===== src/common/sldu_macros.svh =====
// ------------------------------------------------
// Slide unit sizing macros
// Lane count, queue depths, register size, ids
// ------------------------------------------------

`ifndef SLDU_MACROS_SVH
`define SLDU_MACROS_SVH

// Lanes, each with a 64-bit datapath
`define SLDU_NR_LANES 4
// Bytes in one register-file word, eight per lane
`define SLDU_WORD_BYTES (8 * `SLDU_NR_LANES)
// Queue depths
`define SLDU_INSN_DEPTH 2
`define SLDU_RESULT_DEPTH 2
// Instruction ids and words per vector register
`define SLDU_NR_VINSN 8
`define SLDU_REG_WORDS 8

`endif


===== src/common/sldu_pkg.sv =====
// ------------------------------------------------
// Slide unit package
// Vector types, operation and element-width enums
// and the request passed down from the sequencer
// ------------------------------------------------

`include "sldu_macros.svh"

package sldu_pkg;

  // One lane's data word and its byte enables
  typedef logic [63:0] elen_t;
  typedef logic [7:0]  strb_t;

  // Lengths and counts, in elements or bytes
  typedef logic [15:0] vlen_t;
  // Register-file word address
  typedef logic [7:0]  vaddr_t;
  typedef logic [$clog2(`SLDU_NR_VINSN)-1:0] vid_t;
  typedef logic [4:0]  vreg_t;

  // Value is log2 of the element size in bytes
  typedef enum logic [1:0] {
    EW8  = 2'd0,
    EW16 = 2'd1,
    EW32 = 2'd2,
    EW64 = 2'd3
  } vsew_e;

  typedef enum logic {
    SLIDE_UP,
    SLIDE_DOWN
  } slide_op_e;

  // Stride is in elements as issued, bytes once queued
  typedef struct packed {
    vid_t      id;
    slide_op_e op;
    vsew_e     vsew;
    vreg_t     vd;
    vlen_t     vl;
    vlen_t     stride;
  } slide_req_t;

  // One done bit per instruction id
  typedef logic [`SLDU_NR_VINSN-1:0] done_vec_t;

endpackage


===== src/common/result_word_if.sv =====
// ------------------------------------------------
// Result word channel
// One destination word from slide engine to queue
// ------------------------------------------------

`include "sldu_macros.svh"

interface result_word_if import sldu_pkg::*; ();

  // Word is written in any cycle with push high
  logic push;
  // Queue has no free entry
  logic full;

  // Per-lane payload, shared address and id
  elen_t  [`SLDU_NR_LANES-1:0] data;
  strb_t  [`SLDU_NR_LANES-1:0] be;
  vaddr_t                      addr;
  vid_t                        id;

  // Engine side
  modport master (output push, data, be, addr, id, input full);
  // Queue side
  modport slave (input push, data, be, addr, id, output full);

endinterface


===== src/hdl/insn_queue.sv =====
// ------------------------------------------------
// Slide instruction queue
// Holds in-flight requests with separate accept,
// issue and commit pointers
// ------------------------------------------------

`include "sldu_macros.svh"

module insn_queue import sldu_pkg::*; (
  input  logic       clk_i,
  input  logic       rst_ni,
  input  slide_req_t req_i,
  input  logic       req_valid_i,
  output logic       req_ready_o,
  output slide_req_t issue_req_o,
  output logic       issue_valid_o,
  input  logic       issue_done_i,
  output slide_req_t commit_req_o,
  output logic       commit_valid_o,
  input  logic       commit_done_i
);

  localparam int unsigned Depth = `SLDU_INSN_DEPTH;
  localparam int unsigned PntW  = $clog2(Depth);

  typedef logic [PntW-1:0] pnt_t;
  typedef logic [PntW:0]   cnt_t;

  // Request storage
  slide_req_t [Depth-1:0] slot_q;
  slide_req_t             req_bytes;

  // One pointer per execution phase
  pnt_t accept_pnt_q;
  pnt_t issue_pnt_q;
  pnt_t commit_pnt_q;
  // Waiting to issue, and waiting to commit
  cnt_t issue_cnt_q;
  cnt_t commit_cnt_q;

  logic accept;

  // Pointer increment with wrap at the queue depth
  function automatic pnt_t pnt_next(pnt_t pnt);
    return (pnt == pnt_t'(Depth - 1)) ? '0 : pnt + 1'b1;
  endfunction

  // Full once every slot waits for commit
  assign req_ready_o = (commit_cnt_q != cnt_t'(Depth));
  assign accept      = req_valid_i && req_ready_o;

  assign issue_req_o    = slot_q[issue_pnt_q];
  assign issue_valid_o  = (issue_cnt_q != '0);
  assign commit_req_o   = slot_q[commit_pnt_q];
  assign commit_valid_o = (commit_cnt_q != '0);

  // Stride scaled from elements to bytes on the way in
  always_comb begin
    req_bytes        = req_i;
    req_bytes.stride = req_i.stride << req_i.vsew;
  end

  always_ff @(posedge clk_i) begin
    if (accept) begin
      slot_q[accept_pnt_q] <= req_bytes;
    end
  end

  always_ff @(posedge clk_i or negedge rst_ni) begin
    if (!rst_ni) begin
      accept_pnt_q <= '0;
      issue_pnt_q  <= '0;
      commit_pnt_q <= '0;
      issue_cnt_q  <= '0;
      commit_cnt_q <= '0;
    end else begin
      if (accept) begin
        accept_pnt_q <= pnt_next(accept_pnt_q);
      end
      if (issue_done_i) begin
        issue_pnt_q <= pnt_next(issue_pnt_q);
      end
      if (commit_done_i) begin
        commit_pnt_q <= pnt_next(commit_pnt_q);
      end
      // Accept and retire may land in the same cycle
      issue_cnt_q  <= issue_cnt_q + cnt_t'(accept) - cnt_t'(issue_done_i);
      commit_cnt_q <= commit_cnt_q + cnt_t'(accept) - cnt_t'(commit_done_i);
    end
  end

  // Never more than Depth held, and issue never runs ahead of accept
  a_cnt_range: assert property (@(posedge clk_i) disable iff (!rst_ni)
    (commit_cnt_q <= cnt_t'(Depth)) && (issue_cnt_q <= commit_cnt_q));

  // Engine and result queue only retire what this queue offered
  a_done_valid: assert property (@(posedge clk_i) disable iff (!rst_ni)
    (!issue_done_i || issue_valid_o) && (!commit_done_i || commit_valid_o));

endmodule


===== src/slide/slide_engine.sv =====
// ------------------------------------------------
// Slide engine
// Moves source operand bytes into destination
// words at the slide offset, one word at a time
// ------------------------------------------------

`include "sldu_macros.svh"

module slide_engine import sldu_pkg::*; (
  input  logic                       clk_i,
  input  logic                       rst_ni,
  input  slide_req_t                 issue_req_i,
  input  logic                       issue_valid_i,
  output logic                       issue_done_o,
  input  elen_t [`SLDU_NR_LANES-1:0] operand_i,
  input  logic  [`SLDU_NR_LANES-1:0] operand_valid_i,
  output logic                       operand_ready_o,
  result_word_if.master              word_o
);

  localparam int unsigned WordBytes = `SLDU_WORD_BYTES;
  localparam int unsigned PntW      = $clog2(WordBytes) + 1;

  // Byte position within one word, inclusive of the word size
  typedef logic [PntW-1:0] pnt_t;

  typedef enum logic {
    IDLE,
    RUN
  } state_e;

  state_e state_q, state_d;
  // Next byte to read and next byte to write
  pnt_t   in_pnt_q, in_pnt_d;
  pnt_t   out_pnt_q, out_pnt_d;
  // Bytes still to be copied for this instruction
  vlen_t  rem_q, rem_d;
  // Destination word index within the register
  vaddr_t widx_q, widx_d;

  // Destination word being built
  logic [WordBytes-1:0][7:0] buf_q, buf_d;
  logic [WordBytes-1:0]      be_q, be_d;
  // Operand seen as a flat byte array, lane 0 lowest
  logic [WordBytes-1:0][7:0] op_bytes;

  vlen_t vl_bytes;
  pnt_t  in_left;
  pnt_t  out_left;
  vlen_t take;
  vlen_t nbytes;
  logic  last;

  assign op_bytes = operand_i;
  assign vl_bytes = issue_req_i.vl << issue_req_i.vsew;

  // Copy up to the end of the shorter word
  assign in_left  = pnt_t'(WordBytes) - in_pnt_q;
  assign out_left = pnt_t'(WordBytes) - out_pnt_q;
  assign take     = (in_left < out_left) ? vlen_t'(in_left) : vlen_t'(out_left);
  assign last     = (rem_q <= take);
  assign nbytes   = last ? rem_q : take;

  always_comb begin
    state_d   = state_q;
    in_pnt_d  = in_pnt_q;
    out_pnt_d = out_pnt_q;
    rem_d     = rem_q;
    widx_d    = widx_q;
    buf_d     = buf_q;
    be_d      = be_q;

    operand_ready_o = 1'b0;
    issue_done_o    = 1'b0;
    word_o.push     = 1'b0;

    unique case (state_q)
      IDLE: begin
        if (issue_valid_i) begin
          if (issue_req_i.op == SLIDE_UP) begin
            // Read from source start, write from first touched word
            in_pnt_d  = '0;
            out_pnt_d = pnt_t'(issue_req_i.stride % WordBytes);
            widx_d    = vaddr_t'(issue_req_i.stride / WordBytes);
            rem_d     = (vl_bytes > issue_req_i.stride) ? vl_bytes - issue_req_i.stride : '0;
          end else begin
            // Read from the offset, write from destination byte 0
            in_pnt_d  = pnt_t'(issue_req_i.stride % WordBytes);
            out_pnt_d = '0;
            widx_d    = '0;
            rem_d     = vl_bytes;
          end
          // Nothing to write, retire at once
          if (rem_d == '0) begin
            issue_done_o = 1'b1;
          end else begin
            state_d = RUN;
          end
        end
      end

      RUN: begin
        // Full operand present and room for a word
        if (&operand_valid_i && !word_o.full) begin
          for (int o = 0; o < WordBytes; o++) begin
            if (o >= out_pnt_q && o < out_pnt_q + nbytes) begin
              buf_d[o] = op_bytes[in_pnt_q + o - out_pnt_q];
              be_d[o]  = 1'b1;
            end
          end

          in_pnt_d  = in_pnt_q + pnt_t'(take);
          out_pnt_d = out_pnt_q + pnt_t'(take);
          rem_d     = last ? '0 : rem_q - take;

          // Input word used up, ask for the next one
          if (in_pnt_d == pnt_t'(WordBytes) || last) begin
            in_pnt_d        = '0;
            operand_ready_o = 1'b1;
          end

          // Destination word full or instruction over
          if (out_pnt_d == pnt_t'(WordBytes) || last) begin
            out_pnt_d   = '0;
            word_o.push = 1'b1;
            widx_d      = widx_q + 1'b1;
          end

          if (last) begin
            state_d      = IDLE;
            issue_done_o = 1'b1;
          end
        end
      end

      default: state_d = IDLE;
    endcase
  end

  // Word leaves with this cycle's bytes merged in
  assign word_o.data = buf_d;
  assign word_o.be   = be_d;
  assign word_o.addr = vaddr_t'(issue_req_i.vd * `SLDU_REG_WORDS) + widx_q;
  assign word_o.id   = issue_req_i.id;

  always_ff @(posedge clk_i or negedge rst_ni) begin
    if (!rst_ni) begin
      state_q   <= IDLE;
      in_pnt_q  <= '0;
      out_pnt_q <= '0;
      rem_q     <= '0;
      widx_q    <= '0;
      be_q      <= '0;
    end else begin
      state_q   <= state_d;
      in_pnt_q  <= in_pnt_d;
      out_pnt_q <= out_pnt_d;
      rem_q     <= rem_d;
      widx_q    <= widx_d;
      // Fresh word starts with all enables clear
      be_q      <= word_o.push ? '0 : be_d;
    end
  end

  always_ff @(posedge clk_i) begin
    buf_q <= buf_d;
  end

endmodule


===== src/hdl/result_queue.sv =====
// ------------------------------------------------
// Result word queue
// Holds destination words until every lane grants
// and reports when an instruction is fully written
// ------------------------------------------------

`include "sldu_macros.svh"

module result_queue import sldu_pkg::*; (
  input  logic                        clk_i,
  input  logic                        rst_ni,
  result_word_if.slave                word_i,
  input  slide_req_t                  commit_req_i,
  input  logic                        commit_valid_i,
  output logic                        commit_done_o,
  output done_vec_t                   done_o,
  output logic   [`SLDU_NR_LANES-1:0] result_req_o,
  output vaddr_t [`SLDU_NR_LANES-1:0] result_addr_o,
  output vid_t   [`SLDU_NR_LANES-1:0] result_id_o,
  output elen_t  [`SLDU_NR_LANES-1:0] result_wdata_o,
  output strb_t  [`SLDU_NR_LANES-1:0] result_be_o,
  input  logic   [`SLDU_NR_LANES-1:0] result_gnt_i
);

  localparam int unsigned Depth     = `SLDU_RESULT_DEPTH;
  localparam int unsigned Lanes     = `SLDU_NR_LANES;
  localparam int unsigned WordBytes = `SLDU_WORD_BYTES;
  localparam int unsigned PntW      = $clog2(Depth);

  typedef logic [PntW-1:0] pnt_t;
  typedef logic [PntW:0]   cnt_t;

  // Entry payload
  elen_t  [Depth-1:0][Lanes-1:0] data_q;
  strb_t  [Depth-1:0][Lanes-1:0] be_q;
  vaddr_t [Depth-1:0]            addr_q;
  vid_t   [Depth-1:0]            id_q;
  // Lanes still waiting for a grant, per entry
  logic   [Depth-1:0][Lanes-1:0] valid_q, valid_d;

  pnt_t wr_pnt_q;
  pnt_t rd_pnt_q;
  cnt_t cnt_q;
  logic retire;

  // Words left of the commit instruction
  vlen_t     vl_bytes;
  vlen_t     words;
  vlen_t     left_q, left_d;
  logic      loaded_q;
  done_vec_t done_d;

  function automatic pnt_t pnt_next(pnt_t pnt);
    return (pnt == pnt_t'(Depth - 1)) ? '0 : pnt + 1'b1;
  endfunction

  assign word_i.full = (cnt_q == cnt_t'(Depth));

  // Head entry drives every lane
  always_comb begin
    for (int l = 0; l < Lanes; l++) begin
      result_req_o[l]   = valid_q[rd_pnt_q][l];
      result_addr_o[l]  = addr_q[rd_pnt_q];
      result_id_o[l]    = id_q[rd_pnt_q];
      result_wdata_o[l] = data_q[rd_pnt_q][l];
      result_be_o[l]    = be_q[rd_pnt_q][l];
    end
  end

  // Grants clear lanes, head retires once all are clear
  always_comb begin
    valid_d           = valid_q;
    valid_d[rd_pnt_q] = valid_q[rd_pnt_q] & ~result_gnt_i;
    retire            = (cnt_q != '0) && (valid_d[rd_pnt_q] == '0);
    if (word_i.push) begin
      valid_d[wr_pnt_q] = '1;
    end
  end

  // Word count of the commit instruction, minus trimmed words
  assign vl_bytes = commit_req_i.vl << commit_req_i.vsew;

  always_comb begin
    words = vlen_t'((32'(vl_bytes) + WordBytes - 1) / WordBytes);
    if (commit_req_i.op == SLIDE_UP) begin
      if (vl_bytes <= commit_req_i.stride) begin
        words = '0;
      end else begin
        words = words - vlen_t'(commit_req_i.stride / WordBytes);
      end
    end
  end

  // Count taken from the request on first sight, then counted down
  always_comb begin
    left_d        = (loaded_q ? left_q : words) - vlen_t'(retire);
    commit_done_o = commit_valid_i && (left_d == '0);
    done_d        = '0;
    if (commit_done_o) begin
      done_d[commit_req_i.id] = 1'b1;
    end
  end

  always_ff @(posedge clk_i) begin
    if (word_i.push) begin
      data_q[wr_pnt_q] <= word_i.data;
      be_q[wr_pnt_q]   <= word_i.be;
      addr_q[wr_pnt_q] <= word_i.addr;
      id_q[wr_pnt_q]   <= word_i.id;
    end
  end

  always_ff @(posedge clk_i or negedge rst_ni) begin
    if (!rst_ni) begin
      valid_q  <= '0;
      wr_pnt_q <= '0;
      rd_pnt_q <= '0;
      cnt_q    <= '0;
      left_q   <= '0;
      loaded_q <= 1'b0;
      done_o   <= '0;
    end else begin
      valid_q <= valid_d;
      if (word_i.push) begin
        wr_pnt_q <= pnt_next(wr_pnt_q);
      end
      if (retire) begin
        rd_pnt_q <= pnt_next(rd_pnt_q);
      end
      cnt_q <= cnt_q + cnt_t'(word_i.push) - cnt_t'(retire);
      if (commit_done_o) begin
        loaded_q <= 1'b0;
      end else if (commit_valid_i) begin
        loaded_q <= 1'b1;
        left_q   <= left_d;
      end
      // Registered one-cycle done pulse
      done_o <= done_d;
    end
  end

  // Engine holds off while the queue is full
  a_no_push_full: assert property (@(posedge clk_i) disable iff (!rst_ni)
    word_i.push |-> !word_i.full);

  // Lanes only grant a pending request
  a_gnt_req: assert property (@(posedge clk_i) disable iff (!rst_ni)
    (result_gnt_i & ~result_req_o) == '0);

  // Every retired word belongs to an instruction awaiting commit
  a_retire_owned: assert property (@(posedge clk_i) disable iff (!rst_ni)
    retire |-> commit_valid_i);

endmodule


===== src/hdl/sldu_top.sv =====
// ------------------------------------------------
// Slide unit top level
// Instruction queue, slide engine and result queue
// ------------------------------------------------

`include "sldu_macros.svh"

module sldu_top import sldu_pkg::*; (
  input  logic                        clk_i,
  input  logic                        rst_ni,
  // Sequencer request
  input  vid_t                        req_id_i,
  input  slide_op_e                   req_op_i,
  input  vsew_e                       req_vsew_i,
  input  vreg_t                       req_vd_i,
  input  vlen_t                       req_vl_i,
  input  vlen_t                       req_stride_i,
  input  logic                        req_valid_i,
  output logic                        req_ready_o,
  // Source operands from the lanes
  input  elen_t  [`SLDU_NR_LANES-1:0] operand_i,
  input  logic   [`SLDU_NR_LANES-1:0] operand_valid_i,
  output logic                        operand_ready_o,
  // Result writes to the lanes
  output logic   [`SLDU_NR_LANES-1:0] result_req_o,
  output vaddr_t [`SLDU_NR_LANES-1:0] result_addr_o,
  output vid_t   [`SLDU_NR_LANES-1:0] result_id_o,
  output elen_t  [`SLDU_NR_LANES-1:0] result_wdata_o,
  output strb_t  [`SLDU_NR_LANES-1:0] result_be_o,
  input  logic   [`SLDU_NR_LANES-1:0] result_gnt_i,
  output done_vec_t                   done_o
);

  slide_req_t req;
  slide_req_t issue_req;
  slide_req_t commit_req;
  logic       issue_valid;
  logic       issue_done;
  logic       commit_valid;
  logic       commit_done;

  // Request fields gathered into one struct
  assign req = '{
    id:     req_id_i,
    op:     req_op_i,
    vsew:   req_vsew_i,
    vd:     req_vd_i,
    vl:     req_vl_i,
    stride: req_stride_i
  };

  result_word_if word_if0 ();

  insn_queue insn_queue0 (
    .clk_i          (clk_i),
    .rst_ni         (rst_ni),
    .req_i          (req),
    .req_valid_i    (req_valid_i),
    .req_ready_o    (req_ready_o),
    .issue_req_o    (issue_req),
    .issue_valid_o  (issue_valid),
    .issue_done_i   (issue_done),
    .commit_req_o   (commit_req),
    .commit_valid_o (commit_valid),
    .commit_done_i  (commit_done)
  );

  slide_engine slide_engine0 (
    .clk_i           (clk_i),
    .rst_ni          (rst_ni),
    .issue_req_i     (issue_req),
    .issue_valid_i   (issue_valid),
    .issue_done_o    (issue_done),
    .operand_i       (operand_i),
    .operand_valid_i (operand_valid_i),
    .operand_ready_o (operand_ready_o),
    .word_o          (word_if0.master)
  );

  result_queue result_queue0 (
    .clk_i          (clk_i),
    .rst_ni         (rst_ni),
    .word_i         (word_if0.slave),
    .commit_req_i   (commit_req),
    .commit_valid_i (commit_valid),
    .commit_done_o  (commit_done),
    .done_o         (done_o),
    .result_req_o   (result_req_o),
    .result_addr_o  (result_addr_o),
    .result_id_o    (result_id_o),
    .result_wdata_o (result_wdata_o),
    .result_be_o    (result_be_o),
    .result_gnt_i   (result_gnt_i)
  );

endmodule


===== config.mk =====
export PLATFORM = sky130hd
export DESIGN_NAME = sldu_top
export DESIGN_NICKNAME = d
export VERILOG_FILES = /design/src/common/sldu_pkg.sv /design/src/common/result_word_if.sv /design/src/hdl/insn_queue.sv /design/src/slide/slide_engine.sv /design/src/hdl/result_queue.sv /design/src/hdl/sldu_top.sv
export VERILOG_INCLUDE_DIRS = /design/src /design/src/common
export SDC_FILE = /design/constraint.sdc
export NUM_CORES = 2
export LEC_CHECK = 0
export BUFFER_PORTS_ARGS = -buffer_cell sky130_fd_sc_hd__buf_2
export CAP_MARGIN = 20
export CORE_MARGIN = 2
export CORE_UTILIZATION = 45
export DETAILED_ROUTE_END_ITERATION = 8
export SLEW_MARGIN = 15
export SYNTH_ARGS = -nofsm -noshare
export SYNTH_HDL_FRONTEND = slang
export SYNTH_SLANG_ARGS = --single-unit

===== constraint.sdc =====
create_clock -name clk_i -period 38.5 [get_ports clk_i]
set_input_delay 1.925 -clock clk_i [delete_from_list [all_inputs] [get_ports clk_i]]
set_output_delay 1.925 -clock clk_i [all_outputs]
set_load 0.03 [all_outputs]

* After elaboration in Yosys (flattened, before gate mapping)
Cells that the tools add are included.
Storage, ports and cells: latch bits 0, memories 0, input port bits 310, output and inout port bits 346, flip-flop bits (word level) 1053, word-level logic and storage cells 573, ROM bits 0, bits in writable memories 0
Cells by class: $mul 0, $add $sub $neg 87, multiplexer cells 224, bitwise gates (word level) 5, shifts and indexed selects 3, order comparisons 110, divide/modulo/power cells 0, equal/unequal tests 7, reductions and logical operators 54
Operator list (number):
- binary-select mux 8 bit (select 5 bit) | 32
- 2-to-1 mux 256 bit | 5
- < comparator 32 x 6 -> 1 bit, second input constant | 32
- subtractor 32 x 6 -> 32 bit | 31
- 2-to-1 mux 8 bit | 73
- bitwise mux 512 bit | 1
- < comparator 5 x 32 -> 1 bit, first input constant | 16
- demux 256 bit (select 1 bit) | 1
- < comparator 4 x 32 -> 1 bit, first input constant | 8
- 2-to-1 mux 43 bit | 5
- 2-to-1 mux 32 bit | 6
- 2-to-1 mux 16 bit | 11
- < comparator 3 x 32 -> 1 bit, first input constant | 4
- adder 6 x 5 -> 7 bit, second input constant | 16
- >= comparator 5 x 6 -> 1 bit, first input constant | 16
- bitwise mux 86 bit | 1
- bitwise mux 64 bit | 1
- < comparator 1 x 32 -> 1 bit, first input constant | 2
- < comparator 2 x 32 -> 1 bit, first input constant | 2
- adder 6 x 4 -> 7 bit, second input constant | 8
- 2-to-1 mux 1 bit | 54
- >= comparator 4 x 6 -> 1 bit, first input constant | 8
- left shift 16 x 2 -> 16 bit | 3
- demux 43 bit (select 1 bit) | 1
- other kinds (59) | 153

* Depth between registers and ports, before layout
depth in word-level cells 14, mapped depth 37

* Modules after synthesis
Synthesis repeated with hierarchy kept, for this count alone.
Second synthesis, totals: cells, all modules 4674, area total of the unflattened synthesis 60072.6 um^2
By module, submodules not included:
- slide_engine | instances 1, cells each 2988, seq. area each 6851.6 um^2, area each 30062.6 um^2
- result_queue | instances 1, cells each 1453, seq. area each 18883.1 um^2, area each 25674.6 um^2
- insn_queue | instances 1, cells each 233, seq. area each 2757.6 um^2, area each 4335.4 um^2

* Worst setup path after synthesis
OpenSTA, ideal clock, no wires.
kind register to register, from reg slide_engine0.out_pnt_q[1], to reg result_queue0.addr_q[0] (netlist name) (enable), clock period less this slack 18.312 ns, buffers on the path 2, stages on the path, launching flop included 22, slack 20.188 ns, data arrival time 17.346 ns, cells stage by stage dfrtp_1 -> inv_1 -> ha_1 -> nand2_1 -> nor2_1 -> xnor2_1 -> inv_1 -> ha_1 -> o21ai_0 -> a21oi_1 -> o21ai_0 -> fa_1 -> a21o_1 -> a21oi_1 -> xnor2_1 -> or4_1 -> o31ai_1 -> and2_1 -> inv_1 -> clkbuf_1 -> clkbuf_1 -> nor2_1
On the way: cells in the longest elaborated chain, start to end 9, elaborated cells on any way between the ends 10, those cells by class add/sub (2); order compare (2); eq/ne (1); mux (4); reduce/logical (1)
RTL lines:
- from (decl) | line slide_engine.sv:35 | pnt_t out_pnt_q, out_pnt_d;
- from (signal assigned) | line slide_engine.sv:157 | out_pnt_q <= out_pnt_d;
- subtractor 6 bit | line slide_engine.sv:59 | assign out_left = pnt_t'(WordBytes) - out_pnt_q;
- < comparator 6 bit | line slide_engine.sv:60 | assign take = (in_left < out_left) ? vlen_t'(in_left) : vlen_t'(out_left);
- 2-to-1 mux 6 bit | line slide_engine.sv:60
- adder 6 bit | line slide_engine.sv:113 | out_pnt_d = out_pnt_q + pnt_t'(take);
- equality test 6 bit | line slide_engine.sv:123 | if (out_pnt_d == pnt_t'(WordBytes) || last) begin
- logical OR 1 bit * | line slide_engine.sv:123
- 2-to-1 mux 1 bit * | line slide_engine.sv:123
- 2-to-1 mux 1 bit * | line slide_engine.sv:104 | if (&operand_valid_i && !word_o.full) begin
- 2-to-1 mux 1 bit * | line slide_engine.sv:77 | unique case (state_q)
- to (signal, indexed assignment) | line result_queue.sv:108 | addr_q[wr_pnt_q] <= word_i.addr;
- to (decl) | line result_queue.sv:36 | vaddr_t [Depth-1:0] addr_q;
Every way passes the cells marked *; elsewhere a longest branch is shown, timed or not. A chain may end at the register's enable or synchronous reset.

* Worst setup path after layout
from reg slide_engine0.out_pnt_q[1], to reg result_queue0.data_q[139] (netlist name) (enable)
On the way: cells in the longest elaborated chain, start to end 9, elaborated cells on any way between the ends 10, those cells by class add/sub (2); order compare (2); eq/ne (1); mux (4); reduce/logical (1)
RTL lines:
- subtractor 6 bit | line slide_engine.sv:59
- < comparator 6 bit | line slide_engine.sv:60
- 2-to-1 mux 6 bit | line slide_engine.sv:60
- adder 6 bit | line slide_engine.sv:113
- equality test 6 bit | line slide_engine.sv:123
- logical OR 1 bit * | line slide_engine.sv:123
- 2-to-1 mux 1 bit * | line slide_engine.sv:123
- 2-to-1 mux 1 bit * | line slide_engine.sv:104
- 2-to-1 mux 1 bit * | line slide_engine.sv:77
- to (signal, indexed assignment) | line result_queue.sv:106 | data_q[wr_pnt_q] <= word_i.data;
- to (decl) | line result_queue.sv:34 | elen_t [Depth-1:0][Lanes-1:0] data_q;
Marked as above.

==> impl_metrics.env <==
export IMPL_antenna_found_initial=75
export IMPL_final_common_cell="edfxtp_1"
export IMPL_hold_path_class="reg -> reg"
export IMPL_htree_levels=3
export IMPL_syn_area_um2=60500
export IMPL_synthCells=5089
export IMPL_grt_pass1_wl_um=309000
export IMPL_clock_skew_ns=0.0527
export IMPL_syn_nets=5538
export IMPL_avgRoutedWirePerCell_um=29.6
export IMPL_dp_hpwl_um=174000
export IMPL_fp_coreArea_um2=133000
export IMPL_via_count=45200
export IMPL_cp_max_fo=62
export IMPL_synth_seq_cells=1053
export IMPL_dieArea_um2=137000
export IMPL_postRouteAntennaNets=0
export IMPL_mostFrequentLayoutCells="684 x edfxtp_1, 679 x nor2_1, 654 x buf_2"
export IMPL_drt_total_wl_um=224000
export IMPL_ios=656
export IMPL_slowest_delay_ns=0.86
export IMPL_synth_simple_gate_area_share_pct=9.49
export IMPL_cts_sinks=1053
export IMPL_holdBufCountCts=0
export IMPL_synthAdderAreaFrac_pct=3.01
export IMPL_first_pass_iters=6
export IMPL_drt_iter0_drc=4807
export IMPL_drive_above_1_share_pct=32.5
export IMPL_worstPathArrival_ns=10.71
export IMPL_tns_ns=0
export IMPL_syn_avg_cell_area_um2=11.9
export IMPL_viasPerCell=5.96
export IMPL_yosysSeqAreaShare_pct=47.1
export IMPL_tightest_slew_ns=1.58
export IMPL_grt_max_degree=153
export IMPL_slowest_stage="buf_4"
export IMPL_crit_path_end_kind="register"
export IMPL_die_h_um=371
export IMPL_status="finished, violations left"
export IMPL_start_util_pct=45.3
export IMPL_die_w_um=371
export IMPL_path_buf_inv=8
export IMPL_synthMuxAreaShare_pct=28.1
export IMPL_grt_pass1_vias=42400
export IMPL_area_growth_pct=15.7
export IMPL_finalSetupViolCount=0
export IMPL_synth_edf_count=684
export IMPL_rsz0062_at_grt="no"
export IMPL_cp_start_kind="register"
export IMPL_numPortBuffers=655
export IMPL_clock_latency_ns=0.77
export IMPL_final_nets=6117
export IMPL_dr_wl_met2_um=102000
export IMPL_wl_met3_um=21300
export IMPL_critical_path_top_delay_family="buffers and inverters"
export IMPL_cts_resized=0
export IMPL_wl_met1_um=87300
export IMPL_slew_headroom_pct=-5.01
export IMPL_yosysUniqueCellTypes=97
export IMPL_synth_top_family_by_area="multiplexers"
export IMPL_synth_compound_area_share_pct=7.30
export IMPL_drcViolationCount=0
export IMPL_cts_tree="built"
export IMPL_grt_util_all_layers_pct=31.7
export IMPL_maxCapViolations=0
export IMPL_numCtsBuffers=112
export IMPL_cts_clk_slew_worst_paths_ns=0.06
export IMPL_root_buffer="clkbuf_16"
export IMPL_place_congestion=1.04
export IMPL_finalHoldViolations=0
export IMPL_synthFlopType="edfxtp_1"
export IMPL_overflow=0
export IMPL_layout_min_cycle_time_ns=10.33
export IMPL_fmax_mhz=96.8
export IMPL_top_layer="met5"
export IMPL_post_route_util_pct=52.5
export IMPL_post_cts_buffers=0
export IMPL_worstSetupPathType="reg -> reg"
export IMPL_clk_path_buf_depth=3
export IMPL_synth_xor_area_share_pct=2.20
export IMPL_slew_viol_final=59
export IMPL_rows=134
export IMPL_finalCritPeriodShare_pct=26.8
export IMPL_yosysWarningCount=0
export IMPL_required_ns=38.88
export IMPL_violations="slew limit"
export IMPL_async_reset_ff_share_pct=10.7
## tightest hold or removal path: cells and delay by family (launching register included)
kind,cells,cell delay (ns)
simple gates,2,0.10
flops,1,0.34
## cell usage after synthesis (all sizes together), types with 33 or more instances
library cell | number | share of area (%)
and2 | 46 | 0.48
nand2b | 44 | 0.45
inv | 106 | 0.66
nor3 | 43 | 0.43
clkbuf | 195 | 1.2
mux2i | 434 | 7.3
ha | 128 | 2.6
o21ai | 331 | 2.7
a21oi | 160 | 1.3
nand3 | 33 | 0.29
xnor2 | 94 | 1.4
nor2 | 682 | 4.2
a21o | 36 | 0.45
mux2 | 581 | 11
xor2 | 58 | 0.84
buf | 102 | 0.91
nand2 | 365 | 2.3
edfxtp | 684 | 34
dfxtp | 256 | 8.5
mux4 | 270 | 10
dfrtp | 113 | 4.7
## cells by family after synthesis
family,count (synthesis)
buffers and inverters,404
AOI/OAI and AO/OA,728
muxes,1285
DFF,1053
and+or+nand+nor,1328
xor gates and xnor gates,152
adders and majority gates,139
## sequential cells by signal, indices dropped and copies added (netlist names), 16 cells and up
| signal | cells |
|---|---|
| result_queue0.addr_q | 16 |
| slide_engine0.be_q | 32 |
| result_queue0.left_q | 16 |
| result_queue0.be_q | 64 |
| slide_engine0.buf_q | 256 |
| result_queue0.data_q | 512 |
| slide_engine0.rem_q | 16 |
| insn_queue0.slot_q | 86 |
## metrics by stage
step / cell area (um^2) / hold WS (ns) / worst slack (ns) / instances
final: 70000 / 0.481 / 28.17 / 7580
after global routing: 69900 / 0.511 / 27.40 / 7544
after CTS: 69700 / 0.479 / 28.10 / 7526
after detailed placement: 65900 / 0.463 / 28.10 / 7312
after floorplan: 60500 / 0.440 / 20.19 / 5089
after global placement: 65800 / 0.455 / 28.16 / 7310
## worst paths after layout
| check | start | endpoint | slack, ns | cells past startpoint |
|---|---|---|---|---|
| worst max-delay path | slide_engine0.out_pnt_q[1] | result_queue0.data_q[139] | 28.17 | 26 |
| max in group asynchronous | rst_ni | insn_queue0.issue_pnt_q | 35.73 | 2 |
| worst min register to register | result_queue0.valid_q[7] | result_queue0.valid_q[7] | 0.48 | 2 |
| worst max register to register | slide_engine0.out_pnt_q[1] | result_queue0.data_q[139] | 28.17 | 26 |
| min in group asynchronous | rst_ni | result_queue0.done_o[1] | 1.29 | 1 |
| worst min-delay path | result_queue0.valid_q[7] | result_queue0.valid_q[7] | 0.48 | 2 |
## layer usage
layer | global-route usage, % | vias up
met4 | 15.8 | 42
met1 | 40.6 | 22600
met5 | 0 | -
met2 | 50.2 | 2023
li1 | - | 20100
met3 | 7.82 | 414
## area by class of cell
cell class | count | area [um^2]
Clock inverter | 44 | 492
Clock buffer | 170 | 3370
Sequential cell | 1053 | 28500
Fill cell | 11800 | 63500
Multi-Input combinational cell | 3632 | 30700
Inverter | 107 | 409
Antenna cell | 44 | 110
Timing Repair Buffer | 762 | 4190
Tap cell | 1768 | 2210
Power is not shown: default switching activity piles up to over one toggle a cycle in this logic, so the estimate is an artifact.
